[config.mk]
export PLATFORM = sky130hd
export DESIGN_NAME = fencei_unit_top
export DESIGN_NICKNAME = d
export VERILOG_FILES = /design/src/source/fencei_pkg.sv /design/src/source/fencei_flush_ctrl.sv /design/src/source/fencei_protocol_monitor.sv /design/src/source/fencei_unit_top.sv /design/src/source/fetch_redirect_out.sv /design/src/source/wb_retire_intake.sv
export SDC_FILE = /design/constraint.sdc
export NUM_CORES = 1
export LEC_CHECK = 0
export ABC_AREA = 1
export BUFFER_PORTS_ARGS = -buffer_cell sky130_fd_sc_hd__clkbuf_2
export CAP_MARGIN = 30
export CORE_MARGIN = 4
export CORE_UTILIZATION = 48
export CTS_CLUSTER_SIZE = 24
export DETAILED_ROUTE_END_ITERATION = 16
export GPL_TIMING_DRIVEN = 0
export HOLD_SLACK_MARGIN = 0.1
export PLACE_DENSITY = 0.85
export SLEW_MARGIN = 30
export SYNTH_ARGS = -nofsm -noshare
export SYNTH_HDL_FRONTEND = slang
export SYNTH_SLANG_ARGS = --single-unit
[constraint.sdc]
create_clock -name clk_i -period 3.09 [get_ports clk_i]
set_input_delay 0 -clock clk_i [delete_from_list [all_inputs] [get_ports clk_i]]
set_output_delay 0 -clock clk_i [all_outputs]
set_load 0.005 [all_outputs]
[src/source/fencei_pkg.sv]
// Fence.i unit shared definitions: widths, instruction encodings, state enums and bus structs
package fencei_pkg;

  // Data and address width
  localparam int xlen = 32;

  // MISC-MEM major opcode and the funct3 that selects fence.i within it
  localparam logic [6:0] opc_misc_mem = 7'b0001111;
  localparam logic [2:0] funct3_fencei = 3'b001;

  // Width of the outstanding data transaction counters
  localparam int outst_w = 3;

  typedef enum logic {
    INSTR_OTHER,
    INSTR_FENCEI
  } instr_kind_e;

  typedef enum logic [1:0] {
    FL_IDLE,
    FL_DRAIN,
    FL_FLUSH,
    FL_REDIRECT
  } flush_state_e;

  // Retired instruction as it arrives from writeback
  typedef struct packed {
    logic [xlen-1:0] pc;
    logic [xlen-1:0] instr;
  } retire_t;

  // Decoded retire item handed to the flush controller
  typedef struct packed {
    logic [xlen-1:0] pc;
    instr_kind_e     kind;
  } retire_item_t;

  typedef struct packed {
    logic [xlen-1:0] target;
  } redirect_t;

  // Observed load/store data bus traffic
  typedef struct packed {
    logic req;
    logic gnt;
    logic rvalid;
  } data_bus_t;

  typedef struct packed {
    logic req_dropped_early;
    logic req_held_after_ack;
    logic data_req_during_flush;
    logic flush_with_outstanding;
  } monitor_flags_t;

endpackage

[src/source/fencei_flush_ctrl.sv]
// Fence.i flush controller: drains outstanding data traffic, flushes the I-cache, then redirects
module fencei_flush_ctrl (
  input  logic                     clk_i,
  input  logic                     rst_ni,
  input  logic                     item_valid_i,
  input  fencei_pkg::retire_item_t item_i,
  output logic                     item_ready_o,
  input  fencei_pkg::data_bus_t    data_bus_i,
  output logic                     data_block_o,
  output logic                     flush_req_o,
  input  logic                     flush_ack_i,
  output logic                     redir_valid_o,
  output fencei_pkg::redirect_t    redir_o,
  input  logic                     redir_ready_i
);
  import fencei_pkg::*;

  flush_state_e       state_q;
  flush_state_e       state_d;
  logic [outst_w-1:0] outst_q;
  logic               bus_inc;
  logic               bus_dec;
  logic               item_take;
  logic               bus_idle;
  logic [xlen-1:0]    target_q;

  // A granted request opens a transaction, an rvalid closes one
  assign bus_inc = data_bus_i.req && data_bus_i.gnt && !data_bus_i.rvalid;
  assign bus_dec = data_bus_i.rvalid && !(data_bus_i.req && data_bus_i.gnt);

  always_ff @(posedge clk_i or negedge rst_ni) begin
    if (!rst_ni) begin
      outst_q <= '0;
    end else if (bus_inc) begin
      outst_q <= outst_q + outst_w'(1);
    end else if (bus_dec) begin
      outst_q <= outst_q - outst_w'(1);
    end
  end

  // The bus is drained when nothing is in flight and no new grant is arriving
  assign bus_idle  = (outst_q == '0) && !(data_bus_i.req && data_bus_i.gnt);
  assign item_take = item_valid_i && item_ready_o;

  always_comb begin
    state_d = state_q;
    case (state_q)
      FL_IDLE: begin
        if (item_take && item_i.kind == INSTR_FENCEI) begin
          state_d = FL_DRAIN;
        end
      end
      FL_DRAIN: begin
        if (bus_idle) begin
          state_d = FL_FLUSH;
        end
      end
      FL_FLUSH: begin
        // Request drops in the cycle after the acknowledge
        if (flush_ack_i) begin
          state_d = FL_REDIRECT;
        end
      end
      FL_REDIRECT: begin
        if (redir_ready_i) begin
          state_d = FL_IDLE;
        end
      end
      default: begin
        state_d = FL_IDLE;
      end
    endcase
  end

  always_ff @(posedge clk_i or negedge rst_ni) begin
    if (!rst_ni) begin
      state_q <= FL_IDLE;
    end else begin
      state_q <= state_d;
    end
  end

  // Next fetch address is the word-aligned pc of the fence.i plus one instruction
  always_ff @(posedge clk_i) begin
    if (item_take && item_i.kind == INSTR_FENCEI) begin
      target_q <= {item_i.pc[xlen-1:2], 2'b00} + xlen'(4);
    end
  end

  assign item_ready_o   = (state_q == FL_IDLE);
  assign data_block_o   = (state_q == FL_DRAIN) || (state_q == FL_FLUSH);
  assign flush_req_o    = (state_q == FL_FLUSH);
  assign redir_valid_o  = (state_q == FL_REDIRECT);
  assign redir_o.target = target_q;

endmodule

[src/source/fencei_protocol_monitor.sv]
// Fence.i protocol monitor: sticky flags for flush handshake and data bus rule violations
module fencei_protocol_monitor (
  input  logic                       clk_i,
  input  logic                       rst_ni,
  input  logic                       flush_req_i,
  input  logic                       flush_ack_i,
  input  fencei_pkg::data_bus_t      data_bus_i,
  output fencei_pkg::monitor_flags_t flags_o
);
  import fencei_pkg::*;

  logic [outst_w-1:0] outst_q;
  logic               req_prev_q;
  logic               ack_prev_q;
  monitor_flags_t     flags_q;
  monitor_flags_t     hit;

  // Independent count of open data transactions, kept apart from the controller's
  always_ff @(posedge clk_i or negedge rst_ni) begin
    if (!rst_ni) begin
      outst_q <= '0;
    end else if (data_bus_i.req && data_bus_i.gnt && !data_bus_i.rvalid) begin
      outst_q <= outst_q + outst_w'(1);
    end else if (data_bus_i.rvalid && !(data_bus_i.req && data_bus_i.gnt)) begin
      outst_q <= outst_q - outst_w'(1);
    end
  end

  always_ff @(posedge clk_i or negedge rst_ni) begin
    if (!rst_ni) begin
      req_prev_q <= 1'b0;
      ack_prev_q <= 1'b0;
    end else begin
      req_prev_q <= flush_req_i;
      ack_prev_q <= flush_ack_i;
    end
  end

  always_comb begin
    // Request went away although the cache never acknowledged it
    hit.req_dropped_early = req_prev_q && !ack_prev_q && !flush_req_i;
    // Request must be gone the cycle after the acknowledge
    hit.req_held_after_ack = req_prev_q && ack_prev_q && flush_req_i;
    hit.data_req_during_flush = flush_req_i && data_bus_i.req;
    // Checked on the rising edge of the request only
    hit.flush_with_outstanding = flush_req_i && !req_prev_q && (outst_q != '0);
  end

  always_ff @(posedge clk_i or negedge rst_ni) begin
    if (!rst_ni) begin
      flags_q <= '0;
    end else begin
      flags_q <= flags_q | hit;
    end
  end

  assign flags_o = flags_q;

endmodule

[src/source/fencei_unit_top.sv]
// Fence.i retirement unit top: intake, flush controller, fetch redirect output and protocol monitor
module fencei_unit_top (
  input  logic                       clk_i,
  input  logic                       rst_ni,
  input  logic                       retire_req_i,
  input  fencei_pkg::retire_t        retire_i,
  output logic                       retire_ack_o,
  input  fencei_pkg::data_bus_t      data_bus_i,
  output logic                       data_block_o,
  output logic                       flush_req_o,
  input  logic                       flush_ack_i,
  output logic                       fetch_req_o,
  output fencei_pkg::redirect_t      fetch_redirect_o,
  input  logic                       fetch_ack_i,
  output fencei_pkg::monitor_flags_t monitor_flags_o
);
  import fencei_pkg::*;

  logic         item_valid;
  logic         item_ready;
  retire_item_t item;
  logic         redir_valid;
  logic         redir_ready;
  redirect_t    redir;

  wb_retire_intake wb_retire_intake_inst (
    .clk_i        (clk_i),
    .rst_ni       (rst_ni),
    .retire_req_i (retire_req_i),
    .retire_i     (retire_i),
    .retire_ack_o (retire_ack_o),
    .item_valid_o (item_valid),
    .item_o       (item),
    .item_ready_i (item_ready)
  );

  fencei_flush_ctrl fencei_flush_ctrl_inst (
    .clk_i         (clk_i),
    .rst_ni        (rst_ni),
    .item_valid_i  (item_valid),
    .item_i        (item),
    .item_ready_o  (item_ready),
    .data_bus_i    (data_bus_i),
    .data_block_o  (data_block_o),
    .flush_req_o   (flush_req_o),
    .flush_ack_i   (flush_ack_i),
    .redir_valid_o (redir_valid),
    .redir_o       (redir),
    .redir_ready_i (redir_ready)
  );

  fetch_redirect_out fetch_redirect_out_inst (
    .clk_i            (clk_i),
    .rst_ni           (rst_ni),
    .redir_valid_i    (redir_valid),
    .redir_i          (redir),
    .redir_ready_o    (redir_ready),
    .fetch_req_o      (fetch_req_o),
    .fetch_redirect_o (fetch_redirect_o),
    .fetch_ack_i      (fetch_ack_i)
  );

  // The monitor sees the flush wires as they leave the unit and the raw bus
  fencei_protocol_monitor fencei_protocol_monitor_inst (
    .clk_i       (clk_i),
    .rst_ni      (rst_ni),
    .flush_req_i (flush_req_o),
    .flush_ack_i (flush_ack_i),
    .data_bus_i  (data_bus_i),
    .flags_o     (monitor_flags_o)
  );

endmodule

[src/source/fetch_redirect_out.sv]
// Fetch redirect output: holds one redirect and drives the four-phase master handshake to fetch
module fetch_redirect_out (
  input  logic                  clk_i,
  input  logic                  rst_ni,
  input  logic                  redir_valid_i,
  input  fencei_pkg::redirect_t redir_i,
  output logic                  redir_ready_o,
  output logic                  fetch_req_o,
  output fencei_pkg::redirect_t fetch_redirect_o,
  input  logic                  fetch_ack_i
);
  import fencei_pkg::*;

  logic      req_q;
  redirect_t redir_q;
  logic      load;

  // A new redirect is taken only once the previous four-phase cycle has fully closed
  assign redir_ready_o = !req_q && !fetch_ack_i;
  assign load          = redir_valid_i && redir_ready_o;

  always_ff @(posedge clk_i or negedge rst_ni) begin
    if (!rst_ni) begin
      req_q <= 1'b0;
    end else if (load) begin
      req_q <= 1'b1;
    end else if (req_q && fetch_ack_i) begin
      req_q <= 1'b0;
    end
  end

  // Target stays stable for the whole time the request is up
  always_ff @(posedge clk_i) begin
    if (load) begin
      redir_q <= redir_i;
    end
  end

  assign fetch_req_o      = req_q;
  assign fetch_redirect_o = redir_q;

endmodule

[src/source/wb_retire_intake.sv]
// Retire intake: four-phase slave handshake from writeback with a one-entry buffer and fence.i decode
module wb_retire_intake (
  input  logic                    clk_i,
  input  logic                    rst_ni,
  input  logic                    retire_req_i,
  input  fencei_pkg::retire_t     retire_i,
  output logic                    retire_ack_o,
  output logic                    item_valid_o,
  output fencei_pkg::retire_item_t item_o,
  input  logic                    item_ready_i
);
  import fencei_pkg::*;

  logic         ack_q;
  logic         buf_valid_q;
  retire_item_t buf_q;
  instr_kind_e  kind_dec;
  logic         capture;
  logic         take;

  // Only opcode and funct3 matter, imm, rs1 and rd are reserved for fence.i
  always_comb begin
    if (retire_i.instr[6:0] == opc_misc_mem && retire_i.instr[14:12] == funct3_fencei) begin
      kind_dec = INSTR_FENCEI;
    end else begin
      kind_dec = INSTR_OTHER;
    end
  end

  // A new request is captured only when the previous phase is closed and the buffer is free
  assign capture = retire_req_i && !ack_q && !buf_valid_q;
  assign take    = buf_valid_q && item_ready_i;

  always_ff @(posedge clk_i or negedge rst_ni) begin
    if (!rst_ni) begin
      ack_q       <= 1'b0;
      buf_valid_q <= 1'b0;
    end else begin
      if (capture) begin
        ack_q <= 1'b1;
      end else if (ack_q && !retire_req_i) begin
        ack_q <= 1'b0;
      end
      if (capture) begin
        buf_valid_q <= 1'b1;
      end else if (take) begin
        buf_valid_q <= 1'b0;
      end
    end
  end

  always_ff @(posedge clk_i) begin
    if (capture) begin
      buf_q.pc   <= retire_i.pc;
      buf_q.kind <= kind_dec;
    end
  end

  assign retire_ack_o = ack_q;
  assign item_valid_o = buf_valid_q;
  assign item_o       = buf_q;

endmodule

**After elaboration in Yosys (flattened, before gate mapping)**

Cells that the tools add are included.

- Register bits after elaboration: 114

- $add $sub $neg: 5
- Eq/ne operators: 9
- Mux-type cells: 16
- Bitwise operators: 1
- Reductions and logical operators: 39

Operators with widths:

| operator | number |
|---|---|
| adder 32 x 3 -> 32 bit (second input constant) | 1 |
| logical AND 1 bit | 20 |
| 2-to-1 mux 3 bit | 4 |
| zero test 1 bit | 10 |
| 2-to-1 mux 2 bit | 4 |
| one-hot mux 2 bit (4 select lines) | 1 |
| nonzero test 2 bit | 4 |
| equality test 7 x 4 -> 1 bit (second input constant) | 1 |
| 2-to-1 mux 1 bit | 7 |
| adder 3 x 1 -> 3 bit (second input constant) | 2 |
| != test 2 bit (second input constant) | 3 |
| subtractor 3 x 1 -> 3 bit (second input constant) | 2 |
| equality test 2 bit (second input constant) | 2 |
| OR 4 bit | 1 |
| AND reduction 4 bit | 1 |
| equality test 3 x 1 -> 1 bit (second input constant) | 1 |
| zero test 3 bit | 1 |
| nonzero test 3 bit | 1 |
| equality test 2 x 1 -> 1 bit (second input constant) | 1 |
| zero test 2 bit | 1 |
| != test 2 x 1 -> 1 bit (second input constant) | 1 |
| logical OR 1 bit | 1 |

**Longest topological paths before layout**

- Depth in word-level cells: 5
- Depth in mapped cells: 8
- Depth with buffers taken out: 8

**Cells and area by module**

Synthesis repeated with hierarchy kept, for this count alone.

- Cell total of the unflattened synthesis: 386
- Area, all modules: 4682.0 µm²

Modules (own cells, without submodules):

| module | times used | cells each | area an instance (µm²) | seq. area each (µm²) |
|---|---|---|---|---|
| fencei_flush_ctrl | 1 | 258 | 2174.6 | 1026.0 |
| wb_retire_intake | 1 | 51 | 1108.6 | 1041.0 |
| fetch_redirect_out | 1 | 41 | 1021.0 | 985.9 |
| fencei_protocol_monitor | 1 | 36 | 377.9 | 225.2 |

**Worst setup path after synthesis**

Ideal clock, no wire load.

- Path kind: register to register
- Start: register fencei_flush_ctrl_inst.state_q[0]
- End: register fetch_redirect_out_inst.redir_q, in the netlist fetch_redirect_out_inst.fetch_redirect_o[10] (enable)
- Library setup time: 0.455 ns
- Data arrival time: 2.651 ns
- Setup slack: -0.015 ns
- Cell stages (with the launch flop): 4
- Buffers on the path: 0
- Period minus slack after synthesis: 3.105 ns
- Cells stage by stage: dfrtp_1 ha_1 inv_1 nor3_1

- Cells in the longest elaborated chain, start to end: 2

Ends and longest elaborated chain:

| element | RTL line | source |
|---|---|---|
| start: declaration | fencei_flush_ctrl.sv:18 | `flush_state_e state_q;` |
| start signal: assignment | fencei_flush_ctrl.sv:79 | `state_q <= state_d;` |
| equality test 2 bit | fencei_flush_ctrl.sv:93 | `assign redir_valid_o = (state_q == FL_REDIRECT);` |
| logical AND 1 bit | fetch_redirect_out.sv:20 | `assign load = redir_valid_i && redir_ready_o;` |
| net fetch_redirect_out_inst.load | fetch_redirect_out.sv:16 | `logic load;` |
| end signal: assignment | fetch_redirect_out.sv:35 | `redir_q <= redir_i;` |
| end: declaration | fetch_redirect_out.sv:15 | `redirect_t redir_q;` |

The timed path passes the listed nets, and every way through them passes these cells.
A chain may end at the register's enable or synchronous reset.

**Worst setup path after layout**

- Start: register wb_retire_intake_inst.ack_q (netlist: wb_retire_intake_inst.retire_ack_o)
- End: register wb_retire_intake_inst.buf_q, in the netlist wb_retire_intake_inst.item_o[18] (enable)

- Cells in the longest elaborated chain, start to end: 3

Ends and longest elaborated chain:

| element | RTL line | source |
|---|---|---|
| start: declaration | wb_retire_intake.sv:14 | `logic ack_q;` |
| start signal: assignment | wb_retire_intake.sv:36 | `ack_q <= 1'b0;` |
| start signal: assignment | wb_retire_intake.sv:40 | `ack_q <= 1'b1;` |
| start signal: assignment | wb_retire_intake.sv:42 | `ack_q <= 1'b0;` |
| zero test 1 bit | wb_retire_intake.sv:31 | `assign capture = retire_req_i && !ack_q && !buf_valid_q;` |
| logical AND 1 bit (2 in a row) | wb_retire_intake.sv:31 |  |
| net wb_retire_intake_inst.capture | wb_retire_intake.sv:18 | `logic capture;` |
| end: declaration | wb_retire_intake.sv:16 | `retire_item_t buf_q;` |

The timed path passes the listed nets, and every way through them passes these cells.

==> results_dict.tcl <==
set metrics [dict create \
    clkPwrFrac_pct 22.1 \
    ant_nets 0 \
    fin_crit_ns 1.91 \
    critical_path_arrival_ns 1.98 \
    detail_route.wl_per_cell_um 14.1 \
    ff2ff_path_depth 4 \
    postCtsResizedCells 0 \
    synth_top_cell_area_share_pct 60.7 \
    h-tree-depth 3 \
    antenna_found_initial 0 \
    p_sw_mw 1.08 \
    p_comb_share_pct 20.1 \
    hold_violations 0 \
    design_area_um2 5690 \
    ir_drop_mv 0.280 \
    nets 590 \
    hpwlAfterDp_um 6350 \
    dp_slack_ns 1.18 \
    diodes 0 \
    clk_latency_ns 0.36 \
    synth_xor_area_share_pct 3.70 \
    synthFlopType "edfxtp_1" \
    maxCapViolCount 0 \
    whs_ns 0.170 \
    hp-class "in -> reg" \
    p_sw_share_pct 30.1 \
    synth-seq-area-share_pct 70.2 \
    io_buffers 85 \
    chipHeight_um 105 \
    tns_ns 0 \
    whs_path_depth 6 \
    row_count 35 \
    slew_viol_final 0 \
    synth.area.mux_share_pct 0 \
    numCtsBuffers 9 \
    finalCritPeriodShare_pct 61.8 \
    skew_ns 0.0144 \
    start_util_pct 48.9 \
    synth_compound_area_share_pct 1.36 \
    path_clk_slew_ns 0.10 \
    postSynthCellCount 370 \
    grt_max_degree 31 \
    gp_congestion 0.882 \
    yosysMostFrequentCell "nand2_1" \
    tightest_slew_ns 0.799 \
    grt_util_all_layers_pct 17.4 \
    synth_area_leader_cell "edfxtp_1" \
    crit_type "reg -> reg" \
    synth-simple-area-share_pct 19.0 \
    dr.first_iter.drc_count 141 \
    overflow 0 \
    leakagePower_nw 2.33 \
    clock_path_buffers 2 \
    stdcell_count 626 \
    placedInstanceArea_um2 5120 \
    ys_top_cells_by_area "edfxtp_1, dfrtp_1, nand2_1" \
    worstSetupStartpointType "flop" \
    cts_root_buf "clkbuf_8" \
    worstSetupEndpointType "flop" \
    max-slew-margin-rel_pct 46.5 \
    syn-cell-area_um2 4500 \
    powerDensity_nw_per_um2 629 \
    io_pins 112 \
    postLayoutCoreUtil_pct 61.9 \
    async_reset_ff_share_pct 15.7 \
    synth.distinct_cells 28 \
    critical_path.max_fanout 11 \
    synth_top_family_by_area "simple AND/OR/NAND/NOR gates" \
    post-route-drc-count 0 \
    max_clock_freq_ghz 0.523 \
    setup_slack_ns 1.18 \
    routed_wl_um 8830 \
    grt_pass1_wl_um 15100 \
    synth_common_cells "nand2_1, edfxtp_1, nor2_1" \
    pwr-share-seq_pct 57.9 \
    synthAdderAreaFrac_pct 2.56 \
    area_growth_pct 26.5 \
    cts_tree "built" \
    dp.cells 571 \
    synth_seq_cells 108 \
    ys_warn_count 0 \
    drive_above_1_share_pct 25.0 \
    via_count 3026 \
    die_width_um 105 \
    setup_violations 0 \
    critical_path_required_ns 3.16 \
    numClockSinks 108 \
    first_global_vias 3126 \
    p_total_mw 3.58 \
    dieArea_um2 11000 \
    syn_avg_cell_area_um2 12.2 \
    dr.pass1.iters 4 \
    outcome "completed" \
    core_um2 9200 \
    p_int_mw 2.50 \
    rsz0062_at_grt "no" \
    synth_edf_count 91 \
    viasPerCell 4.83 \
]
==> worst max-delay path, stage by stage (launching register included) <==
cell and delay, ns:
dfrtp_1 0.43, nor3_2 0.51, buf_4 0.27, buf_4 0.21, buf_4 0.20
==> final timing paths <==
path	start	endpoint	slack, ns
worst max-delay path	wb_retire_intake_inst.retire_ack_o	wb_retire_intake_inst.item_o[18]	1.18
worst min-delay path	data_bus_i[1]	fencei_flush_ctrl_inst.state_q[0]	0.17
worst max register to register	wb_retire_intake_inst.retire_ack_o	wb_retire_intake_inst.item_o[18]	1.18
worst min register to register	fencei_flush_ctrl_inst.redir_o[20]	fetch_redirect_out_inst.fetch_redirect_o[20]	0.43
max in group asynchronous	rst_ni	fetch_redirect_out_inst.fetch_req_o	1.78
min in group asynchronous	rst_ni	fencei_protocol_monitor_inst.flags_o[1]	0.81
==> final cells by class <==
cell class	instances	area, µm²
multi-input cells	228	1220
well taps	111	139
flip-flops and latches	108	3160
fillers	724	3500
inverters	32	120
clock inverters	7	60.1
clock buffers	9	124
plain buffers	3	18.8
repair buffers	128	850
==> state kept, by name (all words and copies together), names as in the netlist, 2 cells and up <==
name / count
fencei_flush_ctrl_inst.redir_o: 30
fencei_protocol_monitor_inst.flags_o: 4
wb_retire_intake_inst.item_o: 31
fencei_flush_ctrl_inst.outst_q: 3
fencei_flush_ctrl_inst.state_q: 2
fetch_redirect_out_inst.fetch_redirect_o: 30
fencei_protocol_monitor_inst.outst_q: 3
==> cells by family after synthesis <==
family	Yosys count
buf+inv	35
flops	108
fa+ha+maj	8
other cells	1
simple gates	189
xor+xnor	19
compound gates	10
==> cell usage in the layout (no fill, tap or decap), types with 6 or more instances in the layout <==
| master | count |
|---|---|
| nand2_1 | 98 |
| ha_1 | 6 |
| dlygate4sd3_1 | 39 |
| nand3b_1 | 6 |
| nor2_1 | 45 |
| xnor2_1 | 10 |
| dfrtp_1 | 17 |
| xor2_1 | 9 |
| nand3_1 | 13 |
| clkbuf_8 | 9 |
| clkbuf_2 | 85 |
| nor2_4 | 7 |
| edfxtp_1 | 91 |
| inv_1 | 32 |
==> routing by layer <==
metal  vias up  GRT usage [%]  routed length [µm]
met4         0           5.44                 143
li1       1513              -                   -
met2        89           29.6                4360
met1      1413           22.4                3790
met3        11           3.58                 536
met5         -              0                   0
==> repair_timing <==
action                    4_1_cts  5_1_grt
hold endpoints to repair       74        0
setup buffers                   0        0
hold buffers                   39        0
==> power by group through the flow <==
stage / sequential [mW] / clock, mW / combinational, mW
2_1_floorplan: 2.06 / 0 / 0.427
3_3_place_gp: 2.09 / 0 / 0.614
3_5_place_dp: 2.10 / 0 / 0.686
4_1_cts: 2.07 / 0.816 / 0.723
5_1_grt: 2.10 / 0.877 / 0.815
6_report: 2.07 / 0.791 / 0.720
Power figures use the tool's default switching activity.
